<file path="src/zx_pager_pkg.sv">
`default_nettype none

package zx_pager_pkg;

	//////////////////////////////
	// widths
	//////////////////////////////

	typedef logic [15:0] addr_t;
	typedef logic [7:0]  data_t;
	typedef logic [5:0]  page_t;
	typedef logic [1:0]  rom_page_t;
	typedef logic [13:0] offset_t;
	typedef logic [1:0]  win_idx_t;

	//////////////////////////////
	// constants
	//////////////////////////////

	localparam int NUM_WIN = 4;

	// i/o port addresses
	localparam addr_t PORT_7FFD    = 16'h7FFD;
	localparam data_t PORT_CFG_LO  = 8'h77;
	localparam data_t PORT_PAGE_LO = 8'hF7;
	localparam data_t PORT_RDBK_LO = 8'hBE;
	localparam data_t PORT_FE_LO   = 8'hFE;
	localparam data_t PORT_SRST_LO = 8'hBF;

	// magic byte for software reset
	localparam data_t SRST_KEY = 8'hA5;

	localparam int RST_CNT_SIZE = 6;

	// high byte of the trdos entry points
	localparam data_t DOS_ENTRY_HI = 8'h3D;

	localparam int PAGE_RAM_BIT = 7;

	//////////////////////////////
	// bundles
	//////////////////////////////

	// one-cycle strobes, synchronous to fclk
	typedef struct packed {
		addr_t addr;
		data_t wdata;
		logic  mreq;
		logic  iorq;
		logic  rd;
		logic  wr;
		logic  m1;
	} z_bus_t;

	typedef struct packed {
		logic  ram_sel;
		page_t page;
	} win_map_t;

	typedef struct packed {
		logic       pager_en;
		logic       rom48_sel;
		logic [2:0] ram3_page;
		logic       page_wr;
		win_idx_t   page_wr_win;
		data_t      page_wr_data;
	} pager_cfg_t;

	typedef struct packed {
		logic    valid;
		logic    rom_cs;
		logic    ram_cs;
		page_t   page;
		offset_t offset;
	} mem_req_t;

endpackage

`default_nettype wire

</file>
<file path="src/dos_ctrl.sv">
`timescale 1ns/1ps
`default_nettype none

module dos_ctrl import zx_pager_pkg::*;
(
	input  logic               fclk,
	input  logic               reset,
	input  logic [NUM_WIN-1:0] dos_on,
	input  logic [NUM_WIN-1:0] dos_off,
	input  logic               cpm_n,
	output logic               dos
);

	logic dos_q;

	// on and off never come from the same fetch
	always_ff @(posedge fclk)
	begin
		if (reset)
			dos_q <= 1'b0;
		else if (|dos_on)
			dos_q <= 1'b1;
		else if (|dos_off)
			dos_q <= 1'b0;
	end

	// cp/m mode pins the dos rom in
	assign dos = dos_q | ~cpm_n;

endmodule

`default_nettype wire

</file>
<file path="src/mem_mapper.sv">
`timescale 1ns/1ps
`default_nettype none

module mem_mapper import zx_pager_pkg::*;
(
	input  logic     fclk,
	input  logic     reset,
	input  z_bus_t   bus,
	input  win_map_t win_map [NUM_WIN],
	output mem_req_t mem
);

	logic     acc;
	win_map_t sel;
	logic     valid_q;
	logic     rom_q;
	logic     ram_q;
	page_t    page_q;
	offset_t  offset_q;

	assign acc = bus.mreq & (bus.rd | bus.wr);
	assign sel = win_map[bus.addr[15:14]];

	// chip selects
	always_ff @(posedge fclk)
	begin
		if (reset)
		begin
			valid_q <= 1'b0;
			rom_q   <= 1'b0;
			ram_q   <= 1'b0;
		end
		else
		begin
			valid_q <= acc;
			rom_q   <= acc & ~sel.ram_sel;
			ram_q   <= acc & sel.ram_sel;
		end
	end

	// physical address
	always_ff @(posedge fclk)
	begin
		if (acc)
		begin
			page_q   <= sel.page;
			offset_q <= bus.addr[13:0];
		end
	end

	assign mem.valid  = valid_q;
	assign mem.rom_cs = rom_q;
	assign mem.ram_cs = ram_q;
	assign mem.page   = page_q;
	assign mem.offset = offset_q;

endmodule

`default_nettype wire

</file>
<file path="src/reset_stretch.sv">
`timescale 1ns/1ps
`default_nettype none

module reset_stretch import zx_pager_pkg::*;
(
	input  logic fclk,
	input  logic reset,
	input  logic soft_rst,
	output logic sys_reset
);

	logic [RST_CNT_SIZE-1:0] cnt;
	logic                    stretch;

	// counter restarts on either reset source and stops when full
	always_ff @(posedge fclk)
	begin
		if (reset || soft_rst)
		begin
			cnt     <= '0;
			stretch <= 1'b1;
		end
		else
		begin
			if (cnt != '1)
				cnt <= cnt + 1'b1;
			stretch <= (cnt != '1);
		end
	end

	// external reset passes straight through, the counter adds the tail
	assign sys_reset = reset | stretch;

endmodule

`default_nettype wire

</file>
<file path="src/window_pager.sv">
`timescale 1ns/1ps
`default_nettype none

module window_pager import zx_pager_pkg::*;
#(
	parameter int WIN = 0
)
(
	input  logic       fclk,
	input  logic       reset,
	input  z_bus_t     bus,
	input  pager_cfg_t pcfg,
	input  logic       dos,
	output win_map_t   map,
	output logic       dos_on,
	output logic       dos_off
);

	data_t     page_reg;
	win_map_t  pent_map;
	rom_page_t rom_pg;
	logic      m1_fetch;
	logic      in_win;

	// reset value selects rom page 0
	always_ff @(posedge fclk)
	begin
		if (reset)
			page_reg <= '0;
		else if (pcfg.page_wr && (pcfg.page_wr_win == win_idx_t'(WIN)))
			page_reg <= pcfg.page_wr_data;
	end

	//////////////////////////////
	// pentagon 128k layout
	//////////////////////////////

	assign rom_pg = {dos, pcfg.rom48_sel};

	always_comb
	begin
		case (WIN)
			0:
			begin
				pent_map.ram_sel = 1'b0;
				pent_map.page    = page_t'(rom_pg);
			end
			1:
			begin
				pent_map.ram_sel = 1'b1;
				pent_map.page    = 6'd5;
			end
			2:
			begin
				pent_map.ram_sel = 1'b1;
				pent_map.page    = 6'd2;
			end
			default:
			begin
				pent_map.ram_sel = 1'b1;
				pent_map.page    = page_t'(pcfg.ram3_page);
			end
		endcase
	end

	// pager mode, rom windows keep only 64k worth of page
	always_comb
	begin
		if (pcfg.pager_en)
		begin
			map.ram_sel = page_reg[PAGE_RAM_BIT];
			if (page_reg[PAGE_RAM_BIT])
				map.page = page_reg[5:0];
			else
				map.page = page_t'(page_reg[1:0]);
		end
		else
			map = pent_map;
	end

	//////////////////////////////
	// dos entry and exit
	//////////////////////////////

	assign m1_fetch = bus.mreq & bus.rd & bus.m1;
	assign in_win   = (bus.addr[15:14] == win_idx_t'(WIN));

	// entry only from the 48k basic rom in window 0
	assign dos_on = (WIN == 0) && m1_fetch && in_win && !map.ram_sel
		&& pcfg.rom48_sel && (bus.addr[15:8] == DOS_ENTRY_HI);

	assign dos_off = m1_fetch & in_win & map.ram_sel;

endmodule

`default_nettype wire

</file>
<file path="src/z_ports.sv">
`timescale 1ns/1ps
`default_nettype none

module z_ports import zx_pager_pkg::*;
(
	input  logic       fclk,
	input  logic       reset,
	input  z_bus_t     bus,
	input  win_map_t   win_map [NUM_WIN],
	output pager_cfg_t pcfg,
	output logic       cpm_n,
	output logic       soft_rst,
	output logic       beep,
	output data_t      rd_data,
	output logic       rd_valid
);

	logic       io_wr;
	logic       io_rd;
	data_t      port_lo;
	logic       wr_7ffd;
	logic       wr_cfg;
	logic       wr_page;
	logic       wr_fe;
	logic       lock_7ffd;
	logic       pager_en;
	logic       rom48_sel;
	logic [2:0] ram3_page;
	win_map_t   rd_map;

	//////////////////////////////
	// decode
	//////////////////////////////

	assign io_wr   = bus.iorq & bus.wr;
	assign io_rd   = bus.iorq & bus.rd;
	assign port_lo = bus.addr[7:0];

	// 7ffd is the only fully decoded port
	assign wr_7ffd = io_wr && (bus.addr == PORT_7FFD);
	assign wr_cfg  = io_wr && (port_lo == PORT_CFG_LO);
	assign wr_page = io_wr && (port_lo == PORT_PAGE_LO);
	assign wr_fe   = io_wr && (port_lo == PORT_FE_LO);

	assign soft_rst = io_wr && (port_lo == PORT_SRST_LO) && (bus.wdata == SRST_KEY);

	//////////////////////////////
	// registers
	//////////////////////////////

	always_ff @(posedge fclk)
	begin
		if (reset)
		begin
			lock_7ffd <= 1'b0;
			rom48_sel <= 1'b0;
			ram3_page <= 3'd0;
		end
		else if (wr_7ffd && !lock_7ffd)
		begin
			ram3_page <= bus.wdata[2:0];
			rom48_sel <= bus.wdata[4];
			lock_7ffd <= bus.wdata[5];
		end
	end

	always_ff @(posedge fclk)
	begin
		if (reset)
		begin
			pager_en <= 1'b0;
			cpm_n    <= 1'b1;
		end
		else if (wr_cfg)
		begin
			pager_en <= bus.wdata[0];
			cpm_n    <= bus.wdata[1];
		end
	end

	// beeper bit only, no sound path here
	always_ff @(posedge fclk)
	begin
		if (reset)
			beep <= 1'b0;
		else if (wr_fe)
			beep <= bus.wdata[4];
	end

	// page writes go to the pagers in the same cycle
	assign pcfg.pager_en     = pager_en;
	assign pcfg.rom48_sel    = rom48_sel;
	assign pcfg.ram3_page    = ram3_page;
	assign pcfg.page_wr      = wr_page;
	assign pcfg.page_wr_win  = bus.addr[15:14];
	assign pcfg.page_wr_data = bus.wdata;

	//////////////////////////////
	// readback
	//////////////////////////////

	assign rd_map = win_map[bus.addr[15:14]];

	always_ff @(posedge fclk)
	begin
		if (reset)
			rd_valid <= 1'b0;
		else
			rd_valid <= io_rd;
	end

	// unknown ports float high, like an idle bus
	always_ff @(posedge fclk)
	begin
		if (io_rd)
		begin
			if (port_lo == PORT_RDBK_LO)
				rd_data <= {rd_map.ram_sel, 1'b0, rd_map.page};
			else
				rd_data <= 8'hFF;
		end
	end

endmodule

`default_nettype wire

</file>
<file path="src/zx_pager_top.sv">
`timescale 1ns/1ps
`default_nettype none

module zx_pager_top import zx_pager_pkg::*;
(
	input  logic     fclk,
	input  logic     reset,
	input  z_bus_t   bus,
	output mem_req_t mem,
	output data_t    rd_data,
	output logic     rd_valid,
	output logic     dos,
	output logic     beep,
	output logic     cpu_reset
);

	logic               sys_reset;
	logic               soft_rst;
	logic               cpm_n;
	pager_cfg_t         pcfg;
	win_map_t           win_map [NUM_WIN];
	logic [NUM_WIN-1:0] dos_on;
	logic [NUM_WIN-1:0] dos_off;

	reset_stretch u_reset_stretch (
		.fclk      (fclk),
		.reset     (reset),
		.soft_rst  (soft_rst),
		.sys_reset (sys_reset)
	);

	// cpu sees the stretched reset as is
	assign cpu_reset = sys_reset;

	z_ports u_z_ports (
		.fclk     (fclk),
		.reset    (sys_reset),
		.bus      (bus),
		.win_map  (win_map),
		.pcfg     (pcfg),
		.cpm_n    (cpm_n),
		.soft_rst (soft_rst),
		.beep     (beep),
		.rd_data  (rd_data),
		.rd_valid (rd_valid)
	);

	//////////////////////////////
	// one pager per 16k window
	//////////////////////////////

	for (genvar i = 0; i < NUM_WIN; i++)
	begin : g_win
		window_pager #(
			.WIN (i)
		) u_window_pager (
			.fclk    (fclk),
			.reset   (sys_reset),
			.bus     (bus),
			.pcfg    (pcfg),
			.dos     (dos),
			.map     (win_map[i]),
			.dos_on  (dos_on[i]),
			.dos_off (dos_off[i])
		);
	end

	dos_ctrl u_dos_ctrl (
		.fclk    (fclk),
		.reset   (sys_reset),
		.dos_on  (dos_on),
		.dos_off (dos_off),
		.cpm_n   (cpm_n),
		.dos     (dos)
	);

	mem_mapper u_mem_mapper (
		.fclk    (fclk),
		.reset   (sys_reset),
		.bus     (bus),
		.win_map (win_map),
		.mem     (mem)
	);

endmodule

`default_nettype wire

</file>
<file path="config.mk">
export PLATFORM = sky130hd
export DESIGN_NAME = zx_pager_top
export DESIGN_NICKNAME = d
export VERILOG_FILES = /design/src/zx_pager_pkg.sv /design/src/dos_ctrl.sv /design/src/mem_mapper.sv /design/src/reset_stretch.sv /design/src/window_pager.sv /design/src/z_ports.sv /design/src/zx_pager_top.sv
export SDC_FILE = /design/constraint.sdc
export NUM_CORES = 1
export LEC_CHECK = 0
export BUFFER_PORTS_ARGS = -buffer_cell sky130_fd_sc_hd__buf_2
export CORE_ASPECT_RATIO = 0.5
export CORE_MARGIN = 3
export CORE_UTILIZATION = 56
export CTS_BUF_LIST = sky130_fd_sc_hd__clkbuf_2 sky130_fd_sc_hd__clkbuf_4 sky130_fd_sc_hd__clkbuf_8
export CTS_CLUSTER_SIZE = 40
export DETAILED_ROUTE_END_ITERATION = 8
export HOLD_SLACK_MARGIN = 0.03
export PLACE_DENSITY = 0.8
export SYNTH_ARGS = -nofsm -noshare
export SYNTH_HDL_FRONTEND = slang
export SYNTH_SLANG_ARGS = --single-unit
</file>
<file path="constraint.sdc">
create_clock -name fclk -period 2.15 [get_ports fclk]
set_clock_uncertainty 0.2 [all_clocks]
set_input_delay 0.215 -clock fclk [delete_from_list [all_inputs] [get_ports fclk]]
set_output_delay 0.215 -clock fclk [all_outputs]
set_load 0.02 [all_outputs]
</file>
==> results of run 1 <==
==> layout make-up <==
class / count / share of cell area (%)
sequential: 76 / 45.64
multi-input combinational: 205 / 30.52
timing repair buffer: 97 / 16.04
clock buffer: 11 / 3.677
tap: 70 / 2.219
clock inverter: 5 / 1.331
inverter: 6 / 0.5705
==> power by group through the flow <==
stage	Combinational [mW]	Clock, mW	Sequential, mW
2_1_floorplan	0.0550	0	1.63
6_report	0.242	1.07	1.55
3_5_place_dp	0.205	0	1.58
3_3_place_gp	0.200	0	1.58
4_1_cts	0.236	1.08	1.55
5_1_grt	0.259	1.15	1.55
==> worst max path at each step <==
| stage | cells after the start | slack (ps) | start | end |
|---|---|---|---|---|
| after floorplan | 5 | 400 | bus[28] | u_z_ports.ram3_page[1]$_SDFFE_PP0P_ |
| after global placement | 5 | 220 | bus[28] | u_z_ports.ram3_page[1]$_SDFFE_PP0P_ |
| after detailed placement | 5 | 170 | bus[28] | u_z_ports.ram3_page[0]$_SDFFE_PP0P_ |
| after CTS | 6 | 50 | bus[15] | u_z_ports.ram3_page[0]$_SDFFE_PP0P_ |
| after global routing | 6 | 20 | bus[16] | u_z_ports.ram3_page[2]$_SDFFE_PP0P_ |
| final | 6 | 40 | bus[16] | u_z_ports.ram3_page[0]$_SDFFE_PP0P_ |
==> worst max-delay path: cells and delay by family <==
family / cells / cell delay, ps
mux: 1 / 150
simple gates: 3 / 1020
buf+inv: 2 / 740
==> cells in the mapped netlist, types with 3 or more instances <==
cell / number
a211o_1: 3
a21oi_1: 8
and2_1: 4
and3_1: 6
buf_4: 3
clkbuf_1: 12
dfxtp_1: 48
edfxtp_1: 28
inv_1: 6
mux2i_1: 11
nand2_1: 37
nand3_1: 39
nand3b_1: 3
nand4_1: 4
nand4b_1: 3
nor2_1: 9
nor2b_1: 4
nor3_1: 5
o211ai_1: 3
o21ai_0: 16
o21ai_1: 16
or2_1: 5
xnor2_1: 3
==> timing repair <==
item,CTS,global route
hold buffers,22,0
gates resized for setup,0,1
setup buffers,0,0
endpoints found under the setup margin,0,5
hold endpoints to repair,31,0
==> per-layer routing <==
metal / up-vias / GRT usage, %
met5: - / 0
met4: 0 / 6.932
met3: 20 / 8.316
met2: 128 / 43.87
met1: 1250 / 33.93
li1: 1287 / -
==> kinds of logic (layout without fill, tap and decap cells) <==
group,after synthesis,in the layout,synth area share (%)
buf+inv,24,119,3.345
simple gates,130,130,21.97
mux,12,12,3.910
compound gates,59,59,11.49
flops,76,76,58.04
fa+ha+maj,1,1,0.4030
xor+xnor,3,3,0.8466
==> per-stage QoR <==
step	instance area (um^2)	instances	setup WS, ps
2_1_floorplan	3104	305	400.0
3_3_place_gp	3526	432	218.2
3_5_place_dp	3526	432	168.8
4_1_cts	3944	470	53.44
5_1_grt	3948	470	22.96
6_report	3948	470	44.42
==> qor.yml, run 1 <==
p_sw_mw: 0.6526
worstHoldEndpoint: "u_dos_ctrl.dos_q$_SDFFE_PP0P_"
synth_seq_cells: 76
post-route-period-util_pct: 97.93
synth_top_cell_area_share_pct: 30.96
synthTopCellsByArea: "dfxtp_1 (31%), edfxtp_1 (27%), nand3_1 (6.3%)"
maxSlewHeadroom_pct: 64.66
hold_viol: 0
reg2reg_slack_ps: 260
synth_flop_cell: "dfxtp_1"
yosys.area.top_type: "dfxtp_1"
layout_commonest_cell: "buf_2"
synth_nets: 337
layout_common_cells: "buf_2 (65), dfxtp_1 (48), nand3_1 (39)"
highest_layer: "met4"
grt_usage_pct: 26.24
core.rowCount: 18
grt_pass1_vias: 2578
crit_path_max_fanout: 5
pwr-share-seq_pct: 54.2
drc: 0
hold_path_class: "input pin to flip-flop"
antenna_cells: 0
worst_path_largest_cell_delay_ps: 570
place_hpwl_mm: 5.628
clock_latency_ps: 340
worst_ep_arrival_time_ps: 2130
path_class: "input pin to flip-flop"
worst_pin_slew_ps: 525.2
gp_congestion: 0.9089
io_pins: 66
root_buffer: "clkbuf_8"
start_util_pct: 60.45
rsz0062_at_grt: "no"
clk_pin_slew_worst_paths_ps: 70
cp_data_required_time_ps: 2180
final.setup.tns_ps: 0
multiInputGateArea_mm2: 0.001205
end_kind: "flip-flop"
drtIter0Drc: 294
wl_met1_mm: 3.497
power_frac_comb_pct: 8.5
crit_slowest_cell: "dlygate4sd3_1"
grt_pass1_wl_mm: 13.18
r2r_end: "u_dos_ctrl.dos_q$_SDFFE_PP0P_"
hp-start: "bus[2]"
nFillCells: 330
finalPower_mw: 2.860
p_per_area_mw_per_mm2: 724.5
coreArea_mm2: 0.005135
ant_nets: 0
setup_viol: 0
synth_edf_count: 28
min_period_ps: 2106
seq_area_frac_synth_pct: 58.04
netlist_area_mm2: 0.003104
p_clk_share_pct: 37.4
htreeDepth: 3
max_freq_mhz: 474.9
ir_worst_vdd_mv: 0.5724
port_buffers: 65
power.leakage_nw: 1.534
fp.dieH_um: 58.65
outcome: "completed"
tritoncts: "yes"
rr_worst_depth: 4
routed_wl_mm: 8.180
syn_inst: 305
whs_ps: 54.97
yosysWarnings: 0
dieArea_mm2: 0.006527
nNetsFinal: 427
dieWidth_um: 111.3
async_reset_ff_share_pct: 0
start_kind: "input pin"
final-seq-area_mm2: 0.001802
post_drt_via_cell_ratio: 5.713
antenna_found_initial: 0
cts_buffers: 9
wl_met2_mm: 3.730
worstReg2RegStart: "u_z_ports.pager_en$_SDFFE_PP0P_"
drive_above_1_share_pct: 24.25
vias: 2685
whs_path_depth: 3
sw_frac_of_total_pct: 22.82
p_int_mw: 2.207
largest_register_ffs: 28
detail_route.first_pass.iterations: 5
grt_max_degree: 54
clock_path_buffers: 2
wl_per_cell_um: 17.40
post-route-util_pct: 76.88
syn_area_per_cell_um2: 10.18
synthToLayoutAreaGrowth_pct: 27.17
drv_cap: 0
grt-ovfl-total: 0
slew_violations: 0
ys_types: 45
path_cells: "dlygate4sd3_1 > buf_2 > nand3_1 > or4_1 > or4_4 > mux2i_1"
clock-sinks: 76
wl_met3_um: 793
No activity file was read; power rests on OpenSTA's default activity.
==> run 2: changes to the inputs <==
- CORE_UTILIZATION: 56 -> 58
- SYNTH_HIERARCHICAL: not set -> 1
==> run 2 against run 1 <==
Clock power is essentially flat; power grew 0.95%; count of clock-buffer cells in the layout shrank 1; synthesized area grew 24%; sequential share of layout area shrank 6.4 points; first-iteration DRC count grew 9.5%; wire length grew 9.8%; global-route usage shrank 1.3 points; synthesized cell count grew 13%; core utilization shrank 3.1 points; register-to-register slack lost 110 ps; non-clock buffer count grew 3; critical path type unchanged.
==> qor.yml, run 2 <==
outcome: "completed"
vias: 2934
end_kind: "flip-flop"
gp_congestion: 0.8373
sw_frac_of_total_pct: 24.26
start_kind: "input pin"
whs_ps: 87.42
clock-sinks: 76
drtIter0Drc: 322
max_freq_mhz: 482.0
nNetsFinal: 458
detail_route.first_pass.iterations: 5
top_usage_layer: "met2"
htreeDepth: 3
post-route-util_pct: 73.78
cts_buffers: 9
crit_path_max_fanout: 7
cp_data_required_time_ps: 2190
multiInputGateArea_mm2: 0.001803
worst_pin_slew_ps: 592.0
stdcell_count: 519
ir_worst_vdd_mv: 0.4408
post-route-period-util_pct: 96.50
clk_pin_slew_worst_paths_ps: 80
p_clk_share_pct: 37.6
post_drt_via_cell_ratio: 5.653
port_buffers: 65
dieArea_mm2: 0.007690
drc: 0
fp.dieH_um: 63.53
largest_register_ffs: 28
setup_viol: 0
syn_inst: 345
grt_usage_pct: 24.92
place_inst: 480
power_frac_comb_pct: 8.8
stdcell_area_mm2: 0.004597
tritoncts: "yes"
drive_above_1_share_pct: 27.61
p_per_area_mw_per_mm2: 628.0
antenna_found_initial: 0
hold_path_class: "input pin to flip-flop"
drv_cap: 0
maxSlewHeadroom_pct: 60.53
core.rowCount: 20
netlist_area_mm2: 0.003839
io_pins: 66
rsz0062_at_grt: "no"
met1_usage_pct: 32.23
final-seq-area_mm2: 0.001802
grt_pass1_wl_mm: 14.63
grt-ovfl-total: 0
start_util_pct: 61.61
grt_max_degree: 37
dieWidth_um: 121.1
path_class: "input pin to flip-flop"
nFillCells: 406
power.leakage_nw: 1.769
p_sw_mw: 0.7005
coreArea_mm2: 0.006231
antenna_cells: 0
wl_per_cell_um: 17.31
slew_violations: 0
ant_nets: 0
root_buffer: "clkbuf_8"
routed_wl_mm: 8.983
layout_common_cells: "buf_2 (65), nand2b_1 (64), dfxtp_1 (48)"
clock_latency_ps: 360
hold_viol: 0
clock_path_buffers: 2
grt_util_met2_pct: 40.15
min_period_ps: 2075
place_area_mm2: 0.004159
grt_use_met3_pct: 8.161
layout_commonest_cell: "buf_2"
synth_nets: 377
synthToLayoutAreaGrowth_pct: 19.75
yosysWarnings: 6
grt_pass1_vias: 2799
final.setup.tns_ps: 0
worst_ep_arrival_time_ps: 2120
pwr-share-seq_pct: 53.5
place_hpwl_mm: 6.280
syn_area_per_cell_um2: 11.13
p_int_mw: 2.187
[run 2: power by group through the flow]
stage	Sequential (mW)	Clock, mW	Combinational (mW)
6_report	1.55	1.09	0.255
5_1_grt	1.55	1.17	0.274
4_1_cts	1.54	1.11	0.251
3_5_place_dp	1.58	0	0.220
3_3_place_gp	1.58	0	0.215
2_1_floorplan	1.63	0	0.0894
[run 2: through the flow]
step                power, mW  worst slack, ps
global placement        1.791            202.9
CTS                     2.908            63.03
finish                  2.887            75.35
floorplan               1.715            236.3
global route            2.996            16.04
detailed placement      1.798            145.9
[run 2: timing repair]
item | CTS | global route
buffers inserted | 0 | 1
setup endpoints to repair | 0 | 15
hold endpoints to repair | 55 | 0
hold buffers | 22 | 0
resized for setup | 0 | 1
[run 2: per-layer routing]
metal / share of wire (%) / vias up
li1: - / 1379
met1: 42 / 1370
met2: 45 / 170
met3: 11 / 15
met4: 1.2 / 0
met5: 0 / -
[run 2: worst max-delay path: stages]
cell           delay [ps]
dlygate4sd3_1         540
buf_2                 130
nand4_1               170
or3b_4                430
nor2_1                280
nor2_1                180
nand2_1               100
mux2i_1                60
[run 2: area by class of cell]
type | count | share of cell area [%]
clock buffer | 10 | 2.858
multi-input combinational | 234 | 39.22
clock inverter | 6 | 1.388
tap | 88 | 2.395
inverter | 5 | 0.4083
timing repair buffer | 100 | 14.53
sequential | 76 | 39.19
[run 2: final timing paths]
kind | slack, ps | end | cells past startpoint | from
hold reg to reg | 260 | g_win[0].u_window_pager/page_reg[0]$_SDFFE_PP0P_ | 2 | g_win[0].u_window_pager/page_reg[0]$_SDFFE_PP0P_
setup reg to reg | 150 | u_z_ports/rd_data[2]$_SDFFCE_PP1P_ | 4 | u_z_ports/pager_en$_SDFFE_PP0P_
hold / removal | 90 | u_mem_mapper/valid_q$_SDFF_PP0_ | 3 | bus[4]
setup / recovery | 80 | u_reset_stretch/cnt[1]$_SDFFE_PP0P_ | 8 | bus[20]
